--- config.mk ---
export PLATFORM = sky130hd
export DESIGN_NAME = wait_state_timer
export DESIGN_NICKNAME = d
export VERILOG_FILES = /design/src/hdl/wb_pkg.sv /design/src/hdl/wait_state_timer.sv
export VERILOG_INCLUDE_DIRS = /design/src /design/src/include
export SDC_FILE = /design/constraint.sdc
export NUM_CORES = 1
export LEC_CHECK = 0
export BUFFER_PORTS_ARGS = -buffer_cell sky130_fd_sc_hd__buf_4
export CORE_AREA = 2 2 39 41
export CTS_CLUSTER_DIAMETER = 50
export DETAILED_ROUTE_END_ITERATION = 8
export DIE_AREA = 0 0 41 43
export GPL_ROUTABILITY_DRIVEN = 0
export PLACE_DENSITY = 0.75
export SKIP_LAST_GASP = 1
export SYNTH_ARGS = -nofsm -noshare
export SYNTH_HDL_FRONTEND = slang
export SYNTH_SLANG_ARGS = --single-unit
export TNS_END_PERCENT = 20
--- constraint.sdc ---
create_clock -name CLK -period 1.7 [get_ports CLK]
set_input_delay 0.255 -clock CLK [delete_from_list [all_inputs] [get_ports CLK]]
set_output_delay 0.255 -clock CLK [all_outputs]
set_load 0.005 [all_outputs]
--- src/include/wb_consts.svh ---
// ------------------------------------------------------------
// bus and memory sizes for the wishbone memory link
// include this wherever a width or the memory depth is needed
// ------------------------------------------------------------
`ifndef WB_CONSTS_SVH
`define WB_CONSTS_SVH

// byte address and data widths
`define WB_ADDR_W 32
`define WB_DATA_W 32

// one select bit per byte lane
`define WB_SEL_W 4

// sram word index, 256 words
`define WB_MEM_AW 8

// wait state setting
`define WB_WAIT_W 3

`endif

--- src/hdl/wb_pkg.sv ---
// ------------------------------------------------------------
// shared types of the wishbone memory link
// states, opcodes and the request and response bundles
// ------------------------------------------------------------
`default_nettype none

`include "wb_consts.svh"

package wb_pkg;

    // bus manager states
    typedef enum logic [1:0] {
        WB_IDLE  = 2'd0,
        WB_WRITE = 2'd1,
        WB_READ  = 2'd2
    } wb_state_t;

    // decoded user request
    typedef enum logic [1:0] {
        OP_NONE  = 2'd0,
        OP_WRITE = 2'd1,
        OP_READ  = 2'd2
    } wb_op_t;

    // request as the user design presents it
    typedef struct packed {
        logic [`WB_ADDR_W-1:0] adr;
        logic [`WB_DATA_W-1:0] dat;
        logic [`WB_SEL_W-1:0]  sel;
        logic                  write;
        logic                  read;
    } cpu_req_t;

    // manager to subordinate
    typedef struct packed {
        logic [`WB_ADDR_W-1:0] adr;
        logic [`WB_DATA_W-1:0] dat;
        logic [`WB_SEL_W-1:0]  sel;
        logic                  we;
        logic                  stb;
        logic                  cyc;
    } wb_req_t;

    // subordinate to manager
    typedef struct packed {
        logic [`WB_DATA_W-1:0] dat;
        logic                  ack;
    } wb_rsp_t;

endpackage

`default_nettype wire

--- src/hdl/wait_state_timer.sv ---
// ------------------------------------------------------------
// wait state timer for the memory subordinate
// counts cycles of an open bus cycle, acks after wait_states
// ------------------------------------------------------------
`timescale 1ns/1ps
`default_nettype none

`include "wb_consts.svh"

module wait_state_timer (
    input  logic                  CLK,
    input  logic                  nRST,
    input  wb_pkg::wb_req_t       wb_req,
    input  logic [`WB_WAIT_W-1:0] wait_states,
    output logic                  ack
);

    // count stops at wait_states, so it cannot wrap before the match
    logic [`WB_WAIT_W-1:0] count;
    logic                  open;

    assign open = wb_req.cyc && wb_req.stb;

    always_ff @(posedge CLK, negedge nRST) begin
        if (!nRST) begin
            count <= '0;
        end else if (open && !ack) begin
            count <= count + 1'b1;
        end else begin
            // idle or acked cycle starts over from zero
            count <= '0;
        end
    end

    // ack lasts one cycle, the manager drops stb on the next edge
    assign ack = wb_req.stb && (count == wait_states);

endmodule

`default_nettype wire

==> qor.yml <==
setup_path:
  cp-end-kind: "output pin"
  critPathRequiredTime_ns: 1.44
  path_max_fanout: 4
  cp-startpoint: "count[1]"
  r2r.worst_path.cells: 3
  cp-start-kind: "register"
  r2r_start: "count[0]"
  path_class: "reg -> out"
  crit_arrival_ns: 1.28
clock_network:
  cts_post_setup_buffers_inserted: 0
  clk_latency_ns: 0.23
  clock_path_buffers: 2
  clkSinkCount: 3
  path_clk_slew_ns: 0.04
  htree_levels: 1
  cts_tree: "yes"
  numCtsBuffers: 3
  postCtsHoldBufs: 1
  cts_resized: 0
  cts-root-buf: "clkbuf_4"
grt:
  grt_max_degree: 5
  grt.total_usage: 0.0622
  grt-ovfl-total: 0
  grt_pass1_vias: 156
  grt_pass1_wl_um: 614
  antenna_found_initial: 0
cells_and_area:
  antennaDiodeCount: 0
  top_register: "count"
  fin_nets: 106
  nFillCells: 155
  largest_reg_flops: 3
  reg_top3: "count x3"
  final-seq-area_um2: 75.1
  multi_input_area_um2: 95.1
  area_growth_pct: 66.9
  drive_gt1_frac: 0.429
synth:
  synthMuxAreaShare: 0
  synth_compound_area_frac: 0.173
  synthCells: 15
  post_synth_num_cell_types: 10
  ys_seq_area_frac: 0.432
  ys_ff_latch: 3
  synth_top_family_by_area: "XOR/XNOR gates"
  synth.net_count: 92
  avgSynthCellArea_um2: 11.6
  synth_simple_gate_area_frac: 0.101
  ys_warn_count: 0
  syn_area_um2: 174
  yosys.area_share.xor_xnor: 0.201
  synth_adder_area_share: 0.0719
sta:
  maxSlewViolCount: 0
  timing.slew.headroom: 0.764
  final_hold_viol_count: 0
  period_share: 0.904
  layout_min_cycle_time_ns: 1.54
  fmax_mhz: 650
  rsz0062_at_grt: "false"
  skew_ns: 0.00180
  fin_tns_setup_ns: 0
  finalSetupViolCount: 0
  tightest_slew_ns: 0.351
  timing.hold.ws_ns: 0.279
routing:
  routedWlPerCell_um: 8.18
  antenna_left: 0
  drc: 0
  wl_met3_um: 28
  via_per_inst: 3.52
  route.met2.wl_um: 181
  highest_layer: "met4"
  met1Wirelength_um: 137
  num_vias: 155
  drtIter0Drc: 2
  routed_wl_um: 360
  first_pass_iters: 2
die:
  row_count: 14
  initial_core_util: 0.126
  core-area_mm2: 0.00138
  die_h_um: 43
  die_w_um: 41
  io_pins: 77
  dieArea_mm2: 0.00176
power_and_ir_drop:
  power_density_mw_per_mm2: 821
  irDropWorstVdd_uv: 160
  power.total_uw: 238
  p_leak_nw: 0.130
run_status:
  status: "finished, final reports clean"
run:
  max_cap_viol_count: 0
placed_design:
  io_buffer_count: 7
worst_hold_path:
  hold_path_class: "in -> reg"
  hp-start: "wb_req[1]"
  hold_depth: 3
critical path: stages, from the launching register on:
cell and delay (ns):
dfrtp_1 0.39, xnor2_1 0.31, and4_1 0.24, buf_4 0.10
worst paths after layout:
check / endpoint / slack, ns
max: ack / 0.16
min: count[1] / 0.28
max reg2reg: count[2] / 0.65
min reg2reg: count[0] / 0.49
max in group asynchronous: count[2] / 1.26
min in group asynchronous: count[0] / 0.34
cells in the final DEF (no fill, tap or decap), drive strengths merged:
cell type    instances
nand2                1
a311oi               2
dlygate4sd3          1
clkbuf               4
inv                  1
dfrtp                3
xnor2                4
a31oi                1
and4                 1
ha                   1
buf                  8
nand3                1
logic make-up (layout without fill, tap and decap cells):
| family | Yosys count | count (layout) |
|---|---|---|
| AOI/OAI and AO/OA | 3 | 3 |
| xor gates and xnor gates | 4 | 4 |
| adders and majority gates | 1 | 1 |
| buffers and inverters | 1 | 14 |
| DFF | 3 | 3 |
| and+or+nand+nor | 3 | 3 |
where the power goes:
part           switching, mW  total [mW]  leakage (nW)  internal, mW
registers            0.00236      0.0765        0.0410        0.0741
clock network         0.0394       0.128        0.0150        0.0881
logic                 0.0140      0.0342        0.0745        0.0202
total                 0.0557       0.238         0.130         0.182
stage by stage:
| step | instance area (um^2) | setup WS (ns) | utilization | instances |
|---|---|---|---|---|
| final | 290 | 0.163 | 0.210 | 44 |
| after global routing | 290 | 0.0646 | 0.210 | 44 |
| after CTS | 290 | 0.144 | 0.210 | 44 |
| after detailed placement | 254 | 0.403 | 0.184 | 39 |
| after global placement | 254 | 0.407 | 0.184 | 39 |
| after floorplan | 174 | 0.568 | - | 15 |
cell type report:
type | count | area share
clock buffers | 4 | 0.0905
inverters | 1 | 0.0129
multi-input cells | 11 | 0.328
flip-flops and latches | 3 | 0.259
well taps | 16 | 0.0690
repair buffers | 9 | 0.241
synthesized netlist by cell type:
master,number,area [um^2]
a311oi_1,1,8.76
inv_1,1,3.75
a311oi_2,1,15.0
ha_1,1,12.5
and4_1,1,8.76
xnor2_1,4,35.0
dfrtp_1,3,75.1
nand3_1,1,5.00
nand2_1,1,3.75
a31oi_1,1,6.26
metal layers:
metal	up-vias	track usage
met5	-	0
met4	0	0.100
met3	2	0.0314
met2	6	0.0781
met1	66	0.0513
li1	81	-
No activity file was read; power rests on OpenSTA's default activity.
