**config.mk**
```make
export PLATFORM = sky130hd
export DESIGN_NAME = wishbone_manager
export DESIGN_NICKNAME = d
export VERILOG_FILES = /design/src/hdl/wb_pkg.sv /design/src/hdl/wishbone_manager.sv
export VERILOG_INCLUDE_DIRS = /design/src /design/src/include
export SDC_FILE = /design/constraint.sdc
export NUM_CORES = 1
export LEC_CHECK = 0
export ABC_AREA = 1
export BUFFER_PORTS_ARGS = -buffer_cell sky130_fd_sc_hd__buf_4
export CAP_MARGIN = 25
export CORE_ASPECT_RATIO = 1.2
export CORE_MARGIN = 1.5
export CORE_UTILIZATION = 45
export DETAILED_ROUTE_END_ITERATION = 8
export PLACE_DENSITY = 0.81
export SLEW_MARGIN = 20
export SYNTH_ARGS = -nofsm -noshare
export SYNTH_HDL_FRONTEND = slang
export SYNTH_SLANG_ARGS = --single-unit
```
**constraint.sdc**
```tcl
create_clock -name CLK -period 1.4 [get_ports CLK]
set_input_delay 0.07 -clock CLK [delete_from_list [all_inputs] [get_ports CLK]]
set_output_delay 0.07 -clock CLK [all_outputs]
set_load 0.01 [all_outputs]
```
**src/include/wb_consts.svh**
```systemverilog
// ------------------------------------------------------------
// bus and memory sizes for the wishbone memory link
// include this wherever a width or the memory depth is needed
// ------------------------------------------------------------
`ifndef WB_CONSTS_SVH
`define WB_CONSTS_SVH

// byte address and data widths
`define WB_ADDR_W 32
`define WB_DATA_W 32

// one select bit per byte lane
`define WB_SEL_W 4

// sram word index, 256 words
`define WB_MEM_AW 8

// wait state setting
`define WB_WAIT_W 3

`endif

```
**src/hdl/wb_pkg.sv**
```systemverilog
// ------------------------------------------------------------
// shared types of the wishbone memory link
// states, opcodes and the request and response bundles
// ------------------------------------------------------------
`default_nettype none

`include "wb_consts.svh"

package wb_pkg;

    // bus manager states
    typedef enum logic [1:0] {
        WB_IDLE  = 2'd0,
        WB_WRITE = 2'd1,
        WB_READ  = 2'd2
    } wb_state_t;

    // decoded user request
    typedef enum logic [1:0] {
        OP_NONE  = 2'd0,
        OP_WRITE = 2'd1,
        OP_READ  = 2'd2
    } wb_op_t;

    // request as the user design presents it
    typedef struct packed {
        logic [`WB_ADDR_W-1:0] adr;
        logic [`WB_DATA_W-1:0] dat;
        logic [`WB_SEL_W-1:0]  sel;
        logic                  write;
        logic                  read;
    } cpu_req_t;

    // manager to subordinate
    typedef struct packed {
        logic [`WB_ADDR_W-1:0] adr;
        logic [`WB_DATA_W-1:0] dat;
        logic [`WB_SEL_W-1:0]  sel;
        logic                  we;
        logic                  stb;
        logic                  cyc;
    } wb_req_t;

    // subordinate to manager
    typedef struct packed {
        logic [`WB_DATA_W-1:0] dat;
        logic                  ack;
    } wb_rsp_t;

endpackage

`default_nettype wire

```
**src/hdl/wishbone_manager.sv**
```systemverilog
// ------------------------------------------------------------
// single master wishbone bus manager
// turns one user read or write strobe into a classic cycle,
// holds busy until ack and registers the read data
// ------------------------------------------------------------
`timescale 1ns/1ps
`default_nettype none

`include "wb_consts.svh"

module wishbone_manager (
    input  logic                   CLK,
    input  logic                   nRST,
    input  wb_pkg::cpu_req_t       cpu_req,
    input  wb_pkg::wb_rsp_t        wb_rsp,
    output wb_pkg::wb_req_t        wb_req,
    output logic [`WB_DATA_W-1:0]  cpu_dat,
    output logic                   busy
);

    import wb_pkg::*;

    wb_state_t             state;
    wb_state_t             next_state;
    wb_op_t                op;
    wb_req_t               next_wb_req;
    logic [`WB_DATA_W-1:0] next_cpu_dat;
    logic                  next_busy;

    // exactly one of write and read makes a valid request
    always_comb begin
        op = OP_NONE;
        if (cpu_req.write && !cpu_req.read) begin
            op = OP_WRITE;
        end else if (cpu_req.read && !cpu_req.write) begin
            op = OP_READ;
        end
    end

    always_ff @(posedge CLK, negedge nRST) begin
        if (!nRST) begin
            state   <= WB_IDLE;
            wb_req  <= '0;
            cpu_dat <= '0;
            busy    <= 1'b0;
        end else begin
            state   <= next_state;
            wb_req  <= next_wb_req;
            cpu_dat <= next_cpu_dat;
            busy    <= next_busy;
        end
    end

    always_comb begin
        next_state   = state;
        next_wb_req  = wb_req;
        next_cpu_dat = cpu_dat;
        next_busy    = busy;

        case (state)
            WB_IDLE: begin
                if (op != OP_NONE) begin
                    // bus fields and strobes go out together
                    next_wb_req.adr = cpu_req.adr;
                    next_wb_req.dat = cpu_req.dat;
                    next_wb_req.sel = cpu_req.sel;
                    next_wb_req.we  = (op == OP_WRITE);
                    next_wb_req.stb = 1'b1;
                    next_wb_req.cyc = 1'b1;
                    next_busy       = 1'b1;
                end

                case (op)
                    OP_WRITE: next_state = WB_WRITE;
                    OP_READ:  next_state = WB_READ;
                    default:  next_state = WB_IDLE;
                endcase
            end

            WB_WRITE, WB_READ: begin
                // requests arriving here are dropped
                if (wb_rsp.ack) begin
                    next_state  = WB_IDLE;
                    next_wb_req = '0;
                    next_busy   = 1'b0;
                    if (state == WB_READ) begin
                        next_cpu_dat = wb_rsp.dat;
                    end
                end
            end

            default: begin
                next_state  = WB_IDLE;
                next_wb_req = '0;
                next_busy   = 1'b0;
            end
        endcase
    end

endmodule

`default_nettype wire

```
==> summary by stage <==
Critical path
The number of buffer and inverter stages on the critical path is 2. At the worst endpoint, the required time is 1630 ps. Data arrives at the worst endpoint at 1530 ps. The depth of the worst register-to-register path is 7.

Of all nets on the critical path, the largest fanout is 14. The worst register-to-register path begins at state[0]. The kind of capture point of the worst setup path is a register. The worst register-to-register path has a setup slack of 100 ps. The setup path with the least slack is of type reg -> reg.

The type of element launching the critical path is a register. On the critical path the largest part of the delay comes from flip-flops. In this design, the stage delay of the slowest critical-path cell is 380 ps. The endpoint of the most critical register-to-register path is wb_req[28]. The cell at the slowest stage of the critical path is sky130_fd_sc_hd__dfrtp_1.

The signal on the critical path passes through inv_2 > ha_4 > nand2_8 > nand2_8 > clkbuf_16 > nand2_1 > nand2_1.

Global routing
For this run, the total global-route usage over all layers was measured as 0.2479. The initial antenna violation count is 0. The maximum number of pins on one net before global-route repair is 58. The via count of the first global-routing pass came to 4588. The total grt overflow is 0. The first global-routing pass estimated 22490 um of wire.

Synthesis
The proportion of netlist area held by the largest area contributor is 0.5432. For this run, asynchronously set or reset flops after synthesis account for 1.000. Among all cell types in the netlist, the one instantiated most often is sky130_fd_sc_hd__nand2_1.

The largest total area in the synthesized netlist belongs to sky130_fd_sc_hd__dfrtp_1. By count the netlist is led by sky130_fd_sc_hd__nand2_1 (277), sky130_fd_sc_hd__dfrtp_1 (104), sky130_fd_sc_hd__nand3_1 (104). The combined area of all synthesized cells is 4791 um2. In the synthesized netlist, the number of instances is 610. The synthesis-stage register bit count is 104.

The total of warnings raised by yosys is 0. The share of the Yosys chip area taken by registers is 0.5432. Among all flip-flop cells after synthesis, the most frequent one is sky130_fd_sc_hd__dfrtp_1.

The number of nets handed over by synthesis was 720. The distinct cell type count of the synthesized netlist is 12. Yosys mapped a number of flops with a built-in enable equal to 0. Ranked by total cell area, the synthesized netlist is headed by sky130_fd_sc_hd__dfrtp_1 (54%), sky130_fd_sc_hd__nand2_1 (22%), sky130_fd_sc_hd__nand3_1 (11%), sky130_fd_sc_hd__inv_1 (5.7%), sky130_fd_sc_hd__buf_2 (2.5%).

In this run the mean area of a mapped cell was 7.854 um2.

Drt
The average wire length per cell after detail routing is 15.02 um. Before antenna repair, the detailed router went through 5 iterations. The total wire length after detailed routing is 14620 um. The via count of the routed design is 4771. The number of routed nets with antenna violations is 0. The ratio of routed vias to standard cells is 4.903.

The number of design-rule violations left by the first detailed-router iteration is 260. The DRC violations left is 0.

Floorplan
The core area is 10470 um2. The I/O pin count is 209. The initial cell density of the core is 0.4578. The floorplan step set the die width to 97.19 um.

The floorplan step set the die height to 116.0 um. The total die area is 11280 um2. After floorplanning, the core was divided into 41 placement rows.

Placed design
Timing analysis after detailed placement gives a worst setup slack of -2.069 ps. The instance area at placement is 6489 um2. Port buffering added 208 buffers.

The cell count after placement is 921. The post-detailed-placement half-perimeter wirelength is 8957 um. Routability-driven placement finished with a final weighted congestion of 0.8122.

Clock tree
The clock tree from TritonCTS is built. Clock tree synthesis inserted a total of 9 buffers. The insertion delay to the later sink of the worst-skew pair is 330 ps.

The root buffer cell is sky130_fd_sc_hd__clkbuf_16. The clock-pin slew on the worst setup and hold paths is 70 ps. For this design, the sink count on the clock tree is 104. The H-tree depth is 3.

The maximum root-to-sink buffer count is 2.

STA
Measured against its own limit, the worst slew margin works out to 0.7828. The final hold violation count was 0. The post-layout minimum cycle time is 1300 ps. The clock arrives with 6.347 ps of skew.

Setup violations remaining at the end of the flow were counted as 0. Setup repair after global routing left no endpoint under its margin. In the finished design, the share of the clock period the worst path needs comes to 0.9288. The worst path setup slack after routing is 99.69 ps. At the pin with the least slew margin, the transition time is 325.8 ps. The number of pins with negative max-slew slack in the final report is 0. The achievable frequency is 0.7690 GHz.

Worst hold path
The worst min-delay path startpoint is cpu_req[53]. The path type of the worst min-delay path is in -> reg. Along the worst hold path, the cell count comes to 5.

The worst hold path terminates at wb_req[54].

Final layout
The number of antenna diodes in the final layout is 0. The final layout net count is 949. The share of layout cells above drive strength 1 is 0.3021. Once layout is done, the placed cells without fillers occupy 7317 um2.

Relative to the synthesized area, the layout overhead comes to 52.73%. The number of standard cells in the final layout excluding fillers is 973.

Power and ir drop
In this run the static leakage power is 4.432 nW. The post-route total power is 13.11 mW. The highest ir drop seen on vdd is 0.001006 V. The power density of the placed cells is 1792 nW/um2.

Run status
The flow ran to the end, and the final reports show no timing, DRC or antenna violations.

Flow run
The number of maximum-capacitance violations is 0.
==> cell usage in the layout, fill, tap and decap left out, drive strengths merged <==
cell type and n:
inv 74, bufinv 2, nand2 279, o21ai 1, buf 226, dfrtp 104
ha 5, dlygate4sd3 32, nand3 104, clkinvlp 1, clkbuf 13, clkinv 3
==> cell type report <==
class / instances / area [um2]
Tap cell: 129 / 161.4
Multi-Input combinational cell: 389 / 1710
Clock inverter: 6 / 82.58
Sequential cell: 104 / 2603
Clock buffer: 10 / 239.0
Timing Repair Buffer: 261 / 2243
Fill cell: 794 / 3148
Inverter: 74 / 277.8
==> per-stage QoR <==
step	util	TNS (ps)	hold slack, ps
2_1_floorplan	-	0	-225.6
4_1_cts	0.6850	0	22.68
5_1_grt	0.6992	0	40.02
3_3_place_gp	0.6200	0	73.79
3_5_place_dp	0.6200	-2.069	83.39
6_report	0.6992	0	33.68
==> cell families after synthesis <==
family,after synthesis,share of synthesized area
adders and majority gates,5,0.01306
buffers and inverters,117,0.1144
DFF,104,0.5432
and+or+nand+nor,383,0.3283
AOI/OAI and AO/OA,1,0.001044
==> sequential cells by signal (all words and copies together) (netlist names) <==
| register | count |
|---|---|
| cpu_dat | 32 |
| state | 2 |
| wb_req | 70 |
==> worst min-delay path, delay by kind of cell <==
kind / cells / cell delay (ps)
and+or+nand+nor: 3 / 150
buffers and inverters: 2 / 120
==> power by group <==
part,leakage (nW),switching [mW],internal [mW]
sequential,1.31,0.758,4.17
combinational,2.96,2.84,2.69
clock,0.158,1.05,1.61
==> routing by layer <==
layer	GRT usage	wire (um)	up-vias
met4	0.08986	229	0
met5	0	0	-
li1	-	-	2295
met2	0.4247	7393	252
met1	0.3124	5626	2204
met3	0.05368	1365	20
==> worst max-delay path by stage <==
stage	from	endpoint	slack [ps]	cells past startpoint
finish	state[0]	wb_req[28]	100	7
global route	state[1]	wb_req[12]	20	7
CTS	state[1]	wb_req[43]	10	7
detailed placement	state[1]	wb_req[53]	-2	7
global placement	state[0]	wb_req[51]	40	7
floorplan	state[1]	wb_req[34]	110	9
==> timing repair <==
item,CTS,global route
buffers inserted,0,0
hold endpoints to repair,135,0
resized for setup,3,15
hold buffers,32,0
endpoints found under the setup margin,3,84
pin swaps,0,2
cloned,1,3
Note: power is estimated with default switching activity, not from simulation.
